[src/mem_stage_settings.svh]
// RV32 only; the opcode values are instruction bits 6:2 and the size codes are funct3 bits 1:0.
`ifndef MEM_STAGE_SETTINGS_SVH
`define MEM_STAGE_SETTINGS_SVH

// Data and address width.
`define XLEN 32

// Major opcodes, instruction bits 6:2.
`define OP_LOAD   5'b00000
`define OP_STORE  5'b01000
`define OP_SYSTEM 5'b11100

// Trap cause codes.
`define CAUSE_ILLEGAL     4'd2
`define CAUSE_LOAD_ALIGN  4'd4
`define CAUSE_STORE_ALIGN 4'd6

// Access sizes, funct3 bits 1:0.
`define SIZE_BYTE 2'b00
`define SIZE_HALF 2'b01
`define SIZE_WORD 2'b10

`endif

[src/mem_stage_pkg.sv]
// Both views assume the standard 32-bit RISC-V I-type layout; compressed encodings are not decoded.
package mem_stage_pkg;

    // Load and store view of the instruction word.
    typedef struct packed {
        logic [16:0] upper;
        logic        is_unsigned;
        logic [1:0]  size;
        logic [4:0]  rd;
        logic [4:0]  opcode;
        logic [1:0]  quadrant;
    } mem_view_t;

    // CSR instruction view of the same word.
    typedef struct packed {
        logic [11:0] csr_addr;
        logic [4:0]  rs1_imm;
        logic        imm_flag;
        logic [1:0]  csr_op;
        logic [4:0]  rd;
        logic [4:0]  opcode;
        logic [1:0]  quadrant;
    } csr_view_t;

    // CSR operation codes, funct3 bits 1:0.
    typedef enum logic [1:0] {
        CSR_NONE  = 2'b00,
        CSR_WRITE = 2'b01,
        CSR_SET   = 2'b10,
        CSR_CLEAR = 2'b11
    } csr_op_t;

    // One instruction word, decoded as memory or CSR access.
    typedef union packed {
        mem_view_t mem;
        csr_view_t csr;
    } insn_t;

endpackage

[src/csr_access.sv]
// The CSR file must answer csr_rdata, csr_exists and csr_rdonly combinationally from csr_addr.
`timescale 1ns/100ps
`include "mem_stage_settings.svh"

module csr_access (
    input  logic                 clk,
    input  logic                 rst,
    input  logic                 issue,
    input  mem_stage_pkg::insn_t d_insn,
    input  logic [`XLEN-1:0]     d_rs1_val,
    input  logic [`XLEN-1:0]     csr_rdata,
    input  logic                 csr_exists,
    input  logic                 csr_rdonly,
    output logic [11:0]          csr_addr,
    output logic [`XLEN-1:0]     csr_wdata,
    output logic                 csr_we,
    output logic                 csr_active,
    output logic [`XLEN-1:0]     csr_result,
    output logic                 csr_trap
);
    logic             is_csr;
    logic             wants_write;
    logic             illegal;
    logic [`XLEN-1:0] mask;

    // funct3 of zero is ECALL, EBREAK and friends, not a CSR access.
    assign is_csr = d_insn.csr.opcode == `OP_SYSTEM
        && d_insn.csr.csr_op != mem_stage_pkg::CSR_NONE;

    assign mask = d_insn.csr.imm_flag ? {{(`XLEN-5){1'b0}}, d_insn.csr.rs1_imm} : d_rs1_val;

    // Set and clear with a zero rs1 field only read.
    assign wants_write = d_insn.csr.csr_op == mem_stage_pkg::CSR_WRITE
        || d_insn.csr.rs1_imm != 5'd0;
    assign illegal = !csr_exists || (wants_write && csr_rdonly);

    always_comb begin
        case (d_insn.csr.csr_op)
            mem_stage_pkg::CSR_WRITE: csr_wdata = mask;
            mem_stage_pkg::CSR_SET:   csr_wdata = csr_rdata | mask;
            mem_stage_pkg::CSR_CLEAR: csr_wdata = csr_rdata & ~mask;
            default:                  csr_wdata = csr_rdata;
        endcase
    end

    assign csr_addr = d_insn.csr.csr_addr;
    assign csr_we   = issue && is_csr && wants_write && !illegal;

    always_ff @(posedge clk) begin
        if (rst) begin
            csr_active <= 1'b0;
            csr_trap   <= 1'b0;
        end else begin
            csr_active <= issue && is_csr;
            csr_trap   <= issue && is_csr && illegal;
        end
    end

    // Old value, returned to rd.
    always_ff @(posedge clk) begin
        if (issue && is_csr) begin
            csr_result <= csr_rdata;
        end
    end

    a_we_issue: assert property (@(posedge clk) disable iff (rst)
        csr_we |-> issue ##1 (csr_active && !csr_trap))
        else $error("csr_access: CSR write without a legal issued access");

endmodule

[src/lsu_access.sv]
// One outstanding request; the bus must hold dbus_rdata valid in the cycle dbus_ready is high.
`timescale 1ns/100ps
`include "mem_stage_settings.svh"

module lsu_access (
    input  logic                 clk,
    input  logic                 rst,
    input  logic                 issue,
    input  mem_stage_pkg::insn_t d_insn,
    input  logic [`XLEN-1:0]     d_rs1_val,
    input  logic [`XLEN-1:0]     d_rs2_val,
    input  logic                 dbus_ready,
    input  logic [`XLEN-1:0]     dbus_rdata,
    output logic [`XLEN-1:2]     dbus_addr,
    output logic                 dbus_re,
    output logic [3:0]           dbus_we,
    output logic [`XLEN-1:0]     dbus_wdata,
    output logic                 lsu_active,
    output logic                 lsu_busy,
    output logic [`XLEN-1:0]     lsu_rdata,
    output logic                 lsu_trap,
    output logic [3:0]           lsu_cause
);
    logic             is_load;
    logic             is_store;
    logic             is_mem;
    logic             misaligned;
    logic [3:0]       lane_en;
    logic [`XLEN-1:0] lane_data;
    logic [1:0]       size_q;
    logic             unsigned_q;
    logic [1:0]       offset_q;
    logic [7:0]       byte_sel;
    logic [15:0]      half_sel;

    assign is_load  = d_insn.mem.opcode == `OP_LOAD;
    assign is_store = d_insn.mem.opcode == `OP_STORE;
    assign is_mem   = issue && (is_load || is_store);

    // Alignment, byte lanes and replicated store data.
    always_comb begin
        case (d_insn.mem.size)
            `SIZE_BYTE: begin
                misaligned = 1'b0;
                lane_en    = 4'b0001 << d_rs1_val[1:0];
                lane_data  = {4{d_rs2_val[7:0]}};
            end
            `SIZE_HALF: begin
                misaligned = d_rs1_val[0];
                lane_en    = d_rs1_val[1] ? 4'b1100 : 4'b0011;
                lane_data  = {2{d_rs2_val[15:0]}};
            end
            `SIZE_WORD: begin
                misaligned = d_rs1_val[1:0] != 2'b00;
                lane_en    = 4'b1111;
                lane_data  = d_rs2_val;
            end
            default: begin
                // Size code 3 has no RV32 access, so it never reaches the bus.
                misaligned = 1'b1;
                lane_en    = 4'b0000;
                lane_data  = d_rs2_val;
            end
        endcase
    end

    always_ff @(posedge clk) begin
        if (rst) begin
            dbus_re  <= 1'b0;
            dbus_we  <= 4'b0000;
            lsu_trap <= 1'b0;
        end else begin
            lsu_trap <= is_mem && misaligned;
            if (is_mem && !misaligned) begin
                dbus_re <= is_load;
                dbus_we <= is_store ? lane_en : 4'b0000;
            end else if (dbus_ready) begin
                dbus_re <= 1'b0;
                dbus_we <= 4'b0000;
            end
        end
    end

    // Request payload and lane bookkeeping.
    always_ff @(posedge clk) begin
        if (is_mem) begin
            dbus_addr  <= d_rs1_val[`XLEN-1:2];
            dbus_wdata <= lane_data;
            size_q     <= d_insn.mem.size;
            unsigned_q <= d_insn.mem.is_unsigned;
            offset_q   <= d_rs1_val[1:0];
            lsu_cause  <= is_store ? `CAUSE_STORE_ALIGN : `CAUSE_LOAD_ALIGN;
        end
    end

    assign lsu_active = dbus_re || (dbus_we != 4'b0000);
    assign lsu_busy   = lsu_active && !dbus_ready;

    // Pick the addressed lane and extend it.
    always_comb begin
        byte_sel = dbus_rdata[{offset_q, 3'b000} +: 8];
        half_sel = offset_q[1] ? dbus_rdata[31:16] : dbus_rdata[15:0];
        case (size_q)
            `SIZE_BYTE: lsu_rdata = {{(`XLEN-8){!unsigned_q && byte_sel[7]}}, byte_sel};
            `SIZE_HALF: lsu_rdata = {{(`XLEN-16){!unsigned_q && half_sel[15]}}, half_sel};
            default:    lsu_rdata = dbus_rdata;
        endcase
    end

    a_req_stable: assert property (@(posedge clk) disable iff (rst)
        lsu_busy |=> $stable(dbus_addr) && $stable(dbus_re) && $stable(dbus_we)
            && $stable(dbus_wdata))
        else $error("lsu_access: request changed before dbus_ready");

    a_re_we_excl: assert property (@(posedge clk) disable iff (rst)
        !(dbus_re && dbus_we != 4'b0000))
        else $error("lsu_access: read and write requested together");

endmodule

[src/mem_result_merge.sv]
// No downstream back-pressure: a result is taken in the cycle it is presented.
`timescale 1ns/100ps
`include "mem_stage_settings.svh"

module mem_result_merge (
    input  logic                 clk,
    input  logic                 rst,
    input  logic                 d_valid,
    input  logic [`XLEN-1:1]     d_pc,
    input  mem_stage_pkg::insn_t d_insn,
    input  logic                 d_use_rd,
    input  logic [`XLEN-1:0]     d_rs1_val,
    input  logic                 d_trap,
    input  logic [3:0]           d_cause,
    input  logic                 lsu_active,
    input  logic                 lsu_busy,
    input  logic [`XLEN-1:0]     lsu_rdata,
    input  logic                 lsu_trap,
    input  logic [3:0]           lsu_cause,
    input  logic                 csr_active,
    input  logic [`XLEN-1:0]     csr_result,
    input  logic                 csr_trap,
    output logic                 issue,
    output logic                 stall_req,
    output logic                 q_valid,
    output logic [`XLEN-1:1]     q_pc,
    output logic [31:0]          q_insn,
    output logic                 q_use_rd,
    output logic [`XLEN-1:0]     q_rd_val,
    output logic                 q_trap,
    output logic [3:0]           q_cause
);
    logic                 accept;
    logic                 held;
    mem_stage_pkg::insn_t held_insn;
    logic [`XLEN-1:0]     held_rs1_val;
    logic                 held_trap;
    logic [3:0]           held_cause;

    assign stall_req = lsu_busy;
    assign accept    = d_valid && !stall_req;
    // Trapped instructions never touch the bus or the CSR file.
    assign issue     = accept && !d_trap;

    always_ff @(posedge clk) begin
        if (rst) begin
            held <= 1'b0;
        end else if (accept) begin
            held <= 1'b1;
        end else if (q_valid) begin
            held <= 1'b0;
        end
    end

    always_ff @(posedge clk) begin
        if (accept) begin
            q_pc         <= d_pc;
            held_insn    <= d_insn;
            q_use_rd     <= d_use_rd;
            held_rs1_val <= d_rs1_val;
            held_trap    <= d_trap;
            held_cause   <= d_cause;
        end
    end

    assign q_valid = held && !lsu_busy;
    assign q_insn  = held_insn;
    assign q_trap  = held && (held_trap || lsu_trap || csr_trap);

    // Earlier traps win.
    always_comb begin
        if (held_trap) begin
            q_cause = held_cause;
        end else if (lsu_trap) begin
            q_cause = lsu_cause;
        end else if (csr_trap) begin
            q_cause = `CAUSE_ILLEGAL;
        end else begin
            q_cause = 4'd0;
        end
    end

    assign q_rd_val = csr_active ? csr_result : (lsu_active ? lsu_rdata : held_rs1_val);

    a_hold_while_busy: assert property (@(posedge clk) disable iff (rst)
        (held && lsu_busy) |-> !q_valid ##1 held)
        else $error("mem_result_merge: item lost or emitted during a bus access");

endmodule

[src/mem_stage.sv]
// Memory stage without the A extension or fences; stall_req is the only flow control.
`timescale 1ns/100ps
`include "mem_stage_settings.svh"

module mem_stage (
    input  logic             clk,
    input  logic             rst,
    input  logic             d_valid,
    input  logic [`XLEN-1:1] d_pc,
    input  logic [31:0]      d_insn,
    input  logic             d_use_rd,
    input  logic [`XLEN-1:0] d_rs1_val,
    input  logic [`XLEN-1:0] d_rs2_val,
    input  logic             d_trap,
    input  logic [3:0]       d_cause,
    output logic             q_valid,
    output logic [`XLEN-1:1] q_pc,
    output logic [31:0]      q_insn,
    output logic             q_use_rd,
    output logic [`XLEN-1:0] q_rd_val,
    output logic             q_trap,
    output logic [3:0]       q_cause,
    output logic             stall_req,
    output logic [`XLEN-1:2] dbus_addr,
    output logic             dbus_re,
    output logic [3:0]       dbus_we,
    output logic [`XLEN-1:0] dbus_wdata,
    input  logic             dbus_ready,
    input  logic [`XLEN-1:0] dbus_rdata,
    output logic [11:0]      csr_addr,
    output logic [`XLEN-1:0] csr_wdata,
    output logic             csr_we,
    input  logic [`XLEN-1:0] csr_rdata,
    input  logic             csr_exists,
    input  logic             csr_rdonly
);
    logic             issue;
    logic             lsu_active;
    logic             lsu_busy;
    logic [`XLEN-1:0] lsu_rdata;
    logic             lsu_trap;
    logic [3:0]       lsu_cause;
    logic             csr_active;
    logic [`XLEN-1:0] csr_result;
    logic             csr_trap;

    lsu_access lsu0 (
        .clk        (clk),
        .rst        (rst),
        .issue      (issue),
        .d_insn     (d_insn),
        .d_rs1_val  (d_rs1_val),
        .d_rs2_val  (d_rs2_val),
        .dbus_ready (dbus_ready),
        .dbus_rdata (dbus_rdata),
        .dbus_addr  (dbus_addr),
        .dbus_re    (dbus_re),
        .dbus_we    (dbus_we),
        .dbus_wdata (dbus_wdata),
        .lsu_active (lsu_active),
        .lsu_busy   (lsu_busy),
        .lsu_rdata  (lsu_rdata),
        .lsu_trap   (lsu_trap),
        .lsu_cause  (lsu_cause)
    );

    csr_access csr0 (
        .clk        (clk),
        .rst        (rst),
        .issue      (issue),
        .d_insn     (d_insn),
        .d_rs1_val  (d_rs1_val),
        .csr_rdata  (csr_rdata),
        .csr_exists (csr_exists),
        .csr_rdonly (csr_rdonly),
        .csr_addr   (csr_addr),
        .csr_wdata  (csr_wdata),
        .csr_we     (csr_we),
        .csr_active (csr_active),
        .csr_result (csr_result),
        .csr_trap   (csr_trap)
    );

    mem_result_merge merge0 (
        .clk        (clk),
        .rst        (rst),
        .d_valid    (d_valid),
        .d_pc       (d_pc),
        .d_insn     (d_insn),
        .d_use_rd   (d_use_rd),
        .d_rs1_val  (d_rs1_val),
        .d_trap     (d_trap),
        .d_cause    (d_cause),
        .lsu_active (lsu_active),
        .lsu_busy   (lsu_busy),
        .lsu_rdata  (lsu_rdata),
        .lsu_trap   (lsu_trap),
        .lsu_cause  (lsu_cause),
        .csr_active (csr_active),
        .csr_result (csr_result),
        .csr_trap   (csr_trap),
        .issue      (issue),
        .stall_req  (stall_req),
        .q_valid    (q_valid),
        .q_pc       (q_pc),
        .q_insn     (q_insn),
        .q_use_rd   (q_use_rd),
        .q_rd_val   (q_rd_val),
        .q_trap     (q_trap),
        .q_cause    (q_cause)
    );

endmodule

[config.mk]
export PLATFORM = sky130hd
export DESIGN_NAME = mem_stage
export DESIGN_NICKNAME = d
export VERILOG_FILES = /design/src/mem_stage_pkg.sv /design/src/csr_access.sv /design/src/lsu_access.sv /design/src/mem_result_merge.sv /design/src/mem_stage.sv
export VERILOG_INCLUDE_DIRS = /design/src /design/src/src
export SDC_FILE = /design/constraint.sdc
export NUM_CORES = 1
export LEC_CHECK = 0
export ABC_CLOCK_PERIOD_IN_PS = 9620
export BUFFER_PORTS_ARGS = -buffer_cell sky130_fd_sc_hd__buf_2
export CAP_MARGIN = 10
export CELL_PAD_IN_SITES_DETAIL_PLACEMENT = 1
export CELL_PAD_IN_SITES_GLOBAL_PLACEMENT = 2
export CORE_UTILIZATION = 29
export DETAILED_ROUTE_END_ITERATION = 16
export PLACE_DENSITY = 0.85
export REMOVE_ABC_BUFFERS = 1
export SYNTH_ARGS = -nofsm -noshare
export SYNTH_HDL_FRONTEND = slang
export SYNTH_SLANG_ARGS = --single-unit
[constraint.sdc]
create_clock -name clk -period 9.62 [get_ports clk]
set_input_delay 0.481 -clock clk [delete_from_list [all_inputs] [get_ports clk]]
set_output_delay 0.481 -clock clk [all_outputs]
set_load 0.01 [all_outputs]
---- After elaboration in Yosys (flattened, before gate mapping) ----
Cells that the tools add are included.
word-level totals
  register bits after elaboration ......... 213
  input port bits ......................... 203
  output and inout port bits .............. 215
  logic and storage cells ................. 89
operators by class
  eq/ne operators ......................... 6
  shift operators ......................... 2
  multiplexer cells ....................... 21
  bitwise gates (word level) .............. 3
  reductions and logical operators ........ 38
operators with widths
  cell                count
  $pmux 32 s2         2
  $mux 32             3
  $pmux 32 s3         1
  $and 32x32->32      1
  $not 32->32         1
  $or 32x32->32       1
  $shiftx 32x6->8     1
  $mux 4              6
  $logic_and 1x1->1   16
  $mux 16             1
  $pmux 4 s3          1
  $reduce_bool 2->1   4
  $logic_not 1->1     7
  $logic_or 1x1->1    6
  $eq 5x4->1 const B  1
  $eq 5x5->1 const B  1
  $logic_not 5->1     1
  $reduce_bool 5->1   1
  $eq 2x1->1 const B  2
  $eq 2x2->1 const B  2
  $logic_not 2->1     2
  $mux 1              4
  $mux 2              2
  $reduce_bool 4->1   1
  2 further kinds     2

---- Longest topological paths before layout ----
  depth in word-level cells ............... 9
  mapped depth ............................ 6
  gate-level depth less buffers ........... 4

---- Cells and area by module ----
From an unflattened synthesis, not the netlist that was laid out.
unflattened totals
  cells, all modules ...................... 696
  area, all modules ....................... 9302.7 µm²
modules (own cells, without submodules)
  module            instances  cells an instance  area an instance (µm²)  sequential area each (µm²)
  mem_result_merge  1          224                3863.7                  3052.9
  lsu_access        1          271                3364.5                  2162.1
  csr_access        1          201                2074.5                  1001.0

---- Worst setup path before layout ----
No wires, ideal clock.
  kind .................................... register to register
  from .................................... register lsu0.dbus_re
  to ...................................... register lsu0.dbus_addr[10] (netlist bit), enable pin
  library setup time ...................... 0.669 ns
  arrival time ............................ 7.376 ns
  required time ........................... 8.951 ns
  path slack .............................. 1.575 ns
  stages on the path, launching flop included .. 4
  buffers on the path ..................... 0
  period minus slack after synthesis ...... 8.045 ns
  cells stage by stage .................... dfxtp_1 > nor4_4 > a21oi_2 > nor4_1
on the way
  longest elaborated chain between the ends .. 6
ends and longest elaborated chain
  what                    RTL line                RTL
  from (decl)             lsu_access.sv:15        output logic dbus_re,
  from (signal assigned)  lsu_access.sv:75        dbus_re <= is_load;
  $logic_or 1x1->1        lsu_access.sv:96        assign lsu_active = dbus_re || (dbus_we != 4'b0000);
  $logic_and 1x1->1       lsu_access.sv:97        assign lsu_busy = lsu_active && !dbus_ready;
  named net stall_req     mem_stage.sv:23         output logic stall_req,
  $logic_not 1->1         mem_result_merge.sv:41  assign accept = d_valid && !stall_req;
  $logic_and 1x1->1       mem_result_merge.sv:41
  $logic_and 1x1->1       mem_result_merge.sv:43  assign issue = accept && !d_trap;
  $logic_and 1x1->1       lsu_access.sv:38        assign is_mem = issue && (is_load || is_store);
  named net lsu0.is_mem   lsu_access.sv:26        logic is_mem;
  to (signal assigned)    lsu_access.sv:87        dbus_addr <= d_rs1_val[`XLEN-1:2];
  to (decl)               lsu_access.sv:14        output logic [`XLEN-1:2] dbus_addr,
The timed path passes the listed nets, and every way through them passes these cells.
A chain may end at the register's enable or synchronous reset.

---- Final worst setup path ----
  from .................................... register csr0.csr_active
  to ...................................... output q_rd_val[28]
on the way
  longest elaborated chain between the ends .. 1
ends and longest elaborated chain
  what                    RTL line                RTL
  from (decl)             csr_access.sv:17        output logic csr_active,
  from (signal assigned)  csr_access.sv:54        csr_active <= issue && is_csr;
  $mux 32                 mem_result_merge.sv:83  assign q_rd_val = csr_active ? csr_result : (lsu_active ? lsu_rdata : held_rs1_val);
  to (decl)               mem_stage.sv:20         output logic [`XLEN-1:0] q_rd_val,
No other way between the ends.

==> flow_metrics.env <==
export IMPL_status="complete, no violations"
export IMPL_grt_pass1_wl_microns=51100
export IMPL_power_w=0.00227
export IMPL_cts_buffers=26
export IMPL_yosys_area_share_simple_pct=8.92
export IMPL_cts_tree="done"
export IMPL_portBuffers=417
export IMPL_synth_adder_area_share_pct=0
export IMPL_timing_final_crit_share_pct=43.6
export IMPL_vias=7428
export IMPL_skew_ns=0.0227
export IMPL_worstSkewPairLatency_ns=0.54
export IMPL_async_reset_ff_share_pct=0
export IMPL_ios=418
export IMPL_post_cts_hold_buffer_count=0
export IMPL_synth_compound_area_share_pct=10.1
export IMPL_seqPwrFrac_pct=45.9
export IMPL_pwr_share_clk_pct=44.0
export IMPL_netlist_instances=675
export IMPL_min_period_ns=4.20
export IMPL_yosysMostFrequentCell="edfxtp_1"
export IMPL_core_area_sq_um=30900
export IMPL_avgViaCountPerCell=4.97
export IMPL_r2r_setup_slack_ns=6.55
export IMPL_ys_top_cells_by_count="edfxtp_1, nand2_1, mux2i_1"
export IMPL_synth_area_top_cells="edfxtp_1, mux2i_1, mux2_2"
export IMPL_cp_max_fo=26
export IMPL_grt_use_total_pct=21.0
export IMPL_slowest_delay_ns=1.05
export IMPL_critPathArrivalTime_ns=3.72
export IMPL_fp_dieW_microns=180
export IMPL_rr_worst_depth=4
export IMPL_sw_frac_of_total_pct=23.6
export IMPL_finalSetupTns_ns=0
export IMPL_synth_area_leader_cell="edfxtp_1"
export IMPL_clockBufferDepth=3
export IMPL_fp_dieH_microns=180
export IMPL_cts_sinks=210
export IMPL_seq_area_frac_synth_pct=67.7
export IMPL_slowest_stage="nand3_2"
export IMPL_synth_ff_type="edfxtp_1"
export IMPL_dp_hpwl_microns=25400
export IMPL_area_delta_synth_final_pct=35.9
export IMPL_synth_area_sq_um=9190
export IMPL_wire_per_inst_microns=23.5
export IMPL_rr_startpoint="lsu0.dbus_re"
export IMPL_hold_start="d_insn[0]"
export IMPL_crit_path_start_kind="flip-flop"
export IMPL_clock_fmax_mhz=238
export IMPL_utilization_pct=40.4
export IMPL_final_max_slew_violation_count=0
export IMPL_synth_top_area_share_pct=65.7
export IMPL_min_to="merge0.q_insn[0]"
export IMPL_yosys_mux_area_fraction_pct=9.07
export IMPL_yosysWarnings=0
export IMPL_antenna_found_initial=3
export IMPL_hold_class="input pin to flip-flop"
export IMPL_crit_type="flip-flop to primary output"
export IMPL_drtAntennaViolNets=0
export IMPL_dp_slack_ns=5.97
export IMPL_pwr_share_comb_pct=10.1
export IMPL_p_per_area_nw_per_um2=182
export IMPL_synth_xor_area_share_pct=0
export IMPL_end_kind="primary output"
export IMPL_firstDrtPassIters=4
export IMPL_wirelength_microns=35100
export IMPL_synth_top_family_by_area="compound AO/OA/AOI/OAI gates"
export IMPL_gp_congestion=0.780
export IMPL_globalRouteOverflowTotal=0
export IMPL_avgSynthCellArea_sq_um=13.6
export IMPL_postCtsSetupRepairBufs=0
export IMPL_r2r_end="merge0.held_rs1_val[17]"
export IMPL_worst_path_buf_inv=2
export IMPL_ys_seq_elements=210
export IMPL_nets=1279
export IMPL_setup_viol=0
export IMPL_die_area_sq_um=32400
export IMPL_worstMarginPinSlew_ns=1.15
export IMPL_synth_enable_flop_cells=201
export IMPL_grt_pass1_vias=7863
export IMPL_critPathTopFamily="buffers and inverters"
export IMPL_htree_num_levels=1
export IMPL_p_int_w=0.00173
export IMPL_crit_chain="clkinv_1, nand3_2, o22ai_1, a21oi_1, buf_2"
export IMPL_hold_violations=0
export IMPL_drive_gt1_share_pct=46.6
export IMPL_leakagePower_nw=5.36
export IMPL_drt_iter0_drc=342
export IMPL_grt_start_max_net_pins=79
export IMPL_ys_types=43
export IMPL_p_sw_w=0.000536
export IMPL_initial_core_util_pct=29.7
export IMPL_cts_root_buf="clkbuf_16"
export IMPL_relSlewSlack_pct=22.7
export IMPL_fin_ws_ns=5.42
export IMPL_cp_required_ns=9.14
export IMPL_drc=0
export IMPL_fp_row_count=64
export IMPL_cts_resized_gates=0
export IMPL_ir_worst_vdd_uv=135
export IMPL_min_path_cells=1
export IMPL_cap_viol_max_count=0
export IMPL_clkTransAtPathRegs_ns=0.06
export IMPL_grt_setup_unrepaired="false"
## worst max-delay path by stage
stage / cells after the start / slack, ns / startpoint / end
2_1_floorplan: 3 / 1.57 / lsu0.dbus_re / lsu0.dbus_addr[10]
3_3_place_gp: 5 / 6.06 / csr0.csr_active / q_rd_val[20]
3_5_place_dp: 5 / 5.97 / csr0.csr_active / q_rd_val[28]
4_1_cts: 5 / 5.39 / csr0.csr_active / q_rd_val[28]
5_1_grt: 5 / 5.21 / csr0.csr_active / q_rd_val[7]
6_report: 5 / 5.42 / csr0.csr_active / q_rd_val[28]
## cells in the final DEF, fill, tap and decap left out, types with 9 or more instances in the layout
cell       instances
dfxtp_1            9
mux2i_1           54
clkbuf_16         26
o221ai_1          27
o21ai_0           14
edfxtp_1         201
nand2b_1          25
nand2_1           65
and2_1             9
inv_1             38
o22ai_1           25
nor2_1            21
nor2b_1           11
a21oi_1           33
mux2_2            24
buf_2            416
## logic make-up after synthesis
kind of cell           Yosys count
flip-flops                     210
AND/OR/NAND/NOR                162
AO/OA/AOI/OAI                  133
buffers and inverters           91
multiplexers                    79
## area by class of cell
class                           instances  area, sq um
Sequential cell                       210         6220
Timing Repair Buffer                  424         2140
Multi-Input combinational cell        374         2600
Inverter                               40          150
Clock buffer                           33          717
Fill cell                            3447        18400
Antenna cell                            2         5.00
Tap cell                              396          495
Clock inverter                         15          161
## per-layer routing
layer	GRT usage [%]	wire length, microns	vias up
li1	-	-	3343
met1	25.8	14400	3732
met2	37.4	17800	296
met3	4.01	2240	55
met4	5.83	723	2
met5	0	10	-
## power groups by stage
stage	combinational (W)	clock (W)	sequential (W)
detailed placement	0.000231	0	0.00106
finish	0.000230	0.000999	0.00104
global placement	0.000223	0	0.00106
CTS	0.000232	0.00103	0.00104
floorplan	0.0000821	0	0.00107
global route	0.000248	0.00106	0.00104
## through the flow
step,hold WS [ns],instance area (sq um),cells
final,0.114,12500,1494
after global routing,0.0873,12500,1494
after CTS,0.0872,12500,1492
after detailed placement,0.501,11600,1444
after global placement,0.494,11600,1444
after floorplan,0.480,8950,624
## flip-flops by register name, indices dropped and copies added, names as in the netlist, 2 cells and up
signal               flops
merge0.held_rs1_val     32
merge0.q_pc             31
csr0.csr_result         32
merge0.q_insn           32
lsu0.dbus_we             4
lsu0.offset_q            2
lsu0.dbus_addr          30
merge0.held_cause        4
lsu0.size_q              2
lsu0.dbus_wdata         32
Power figures use the tool's default switching activity.
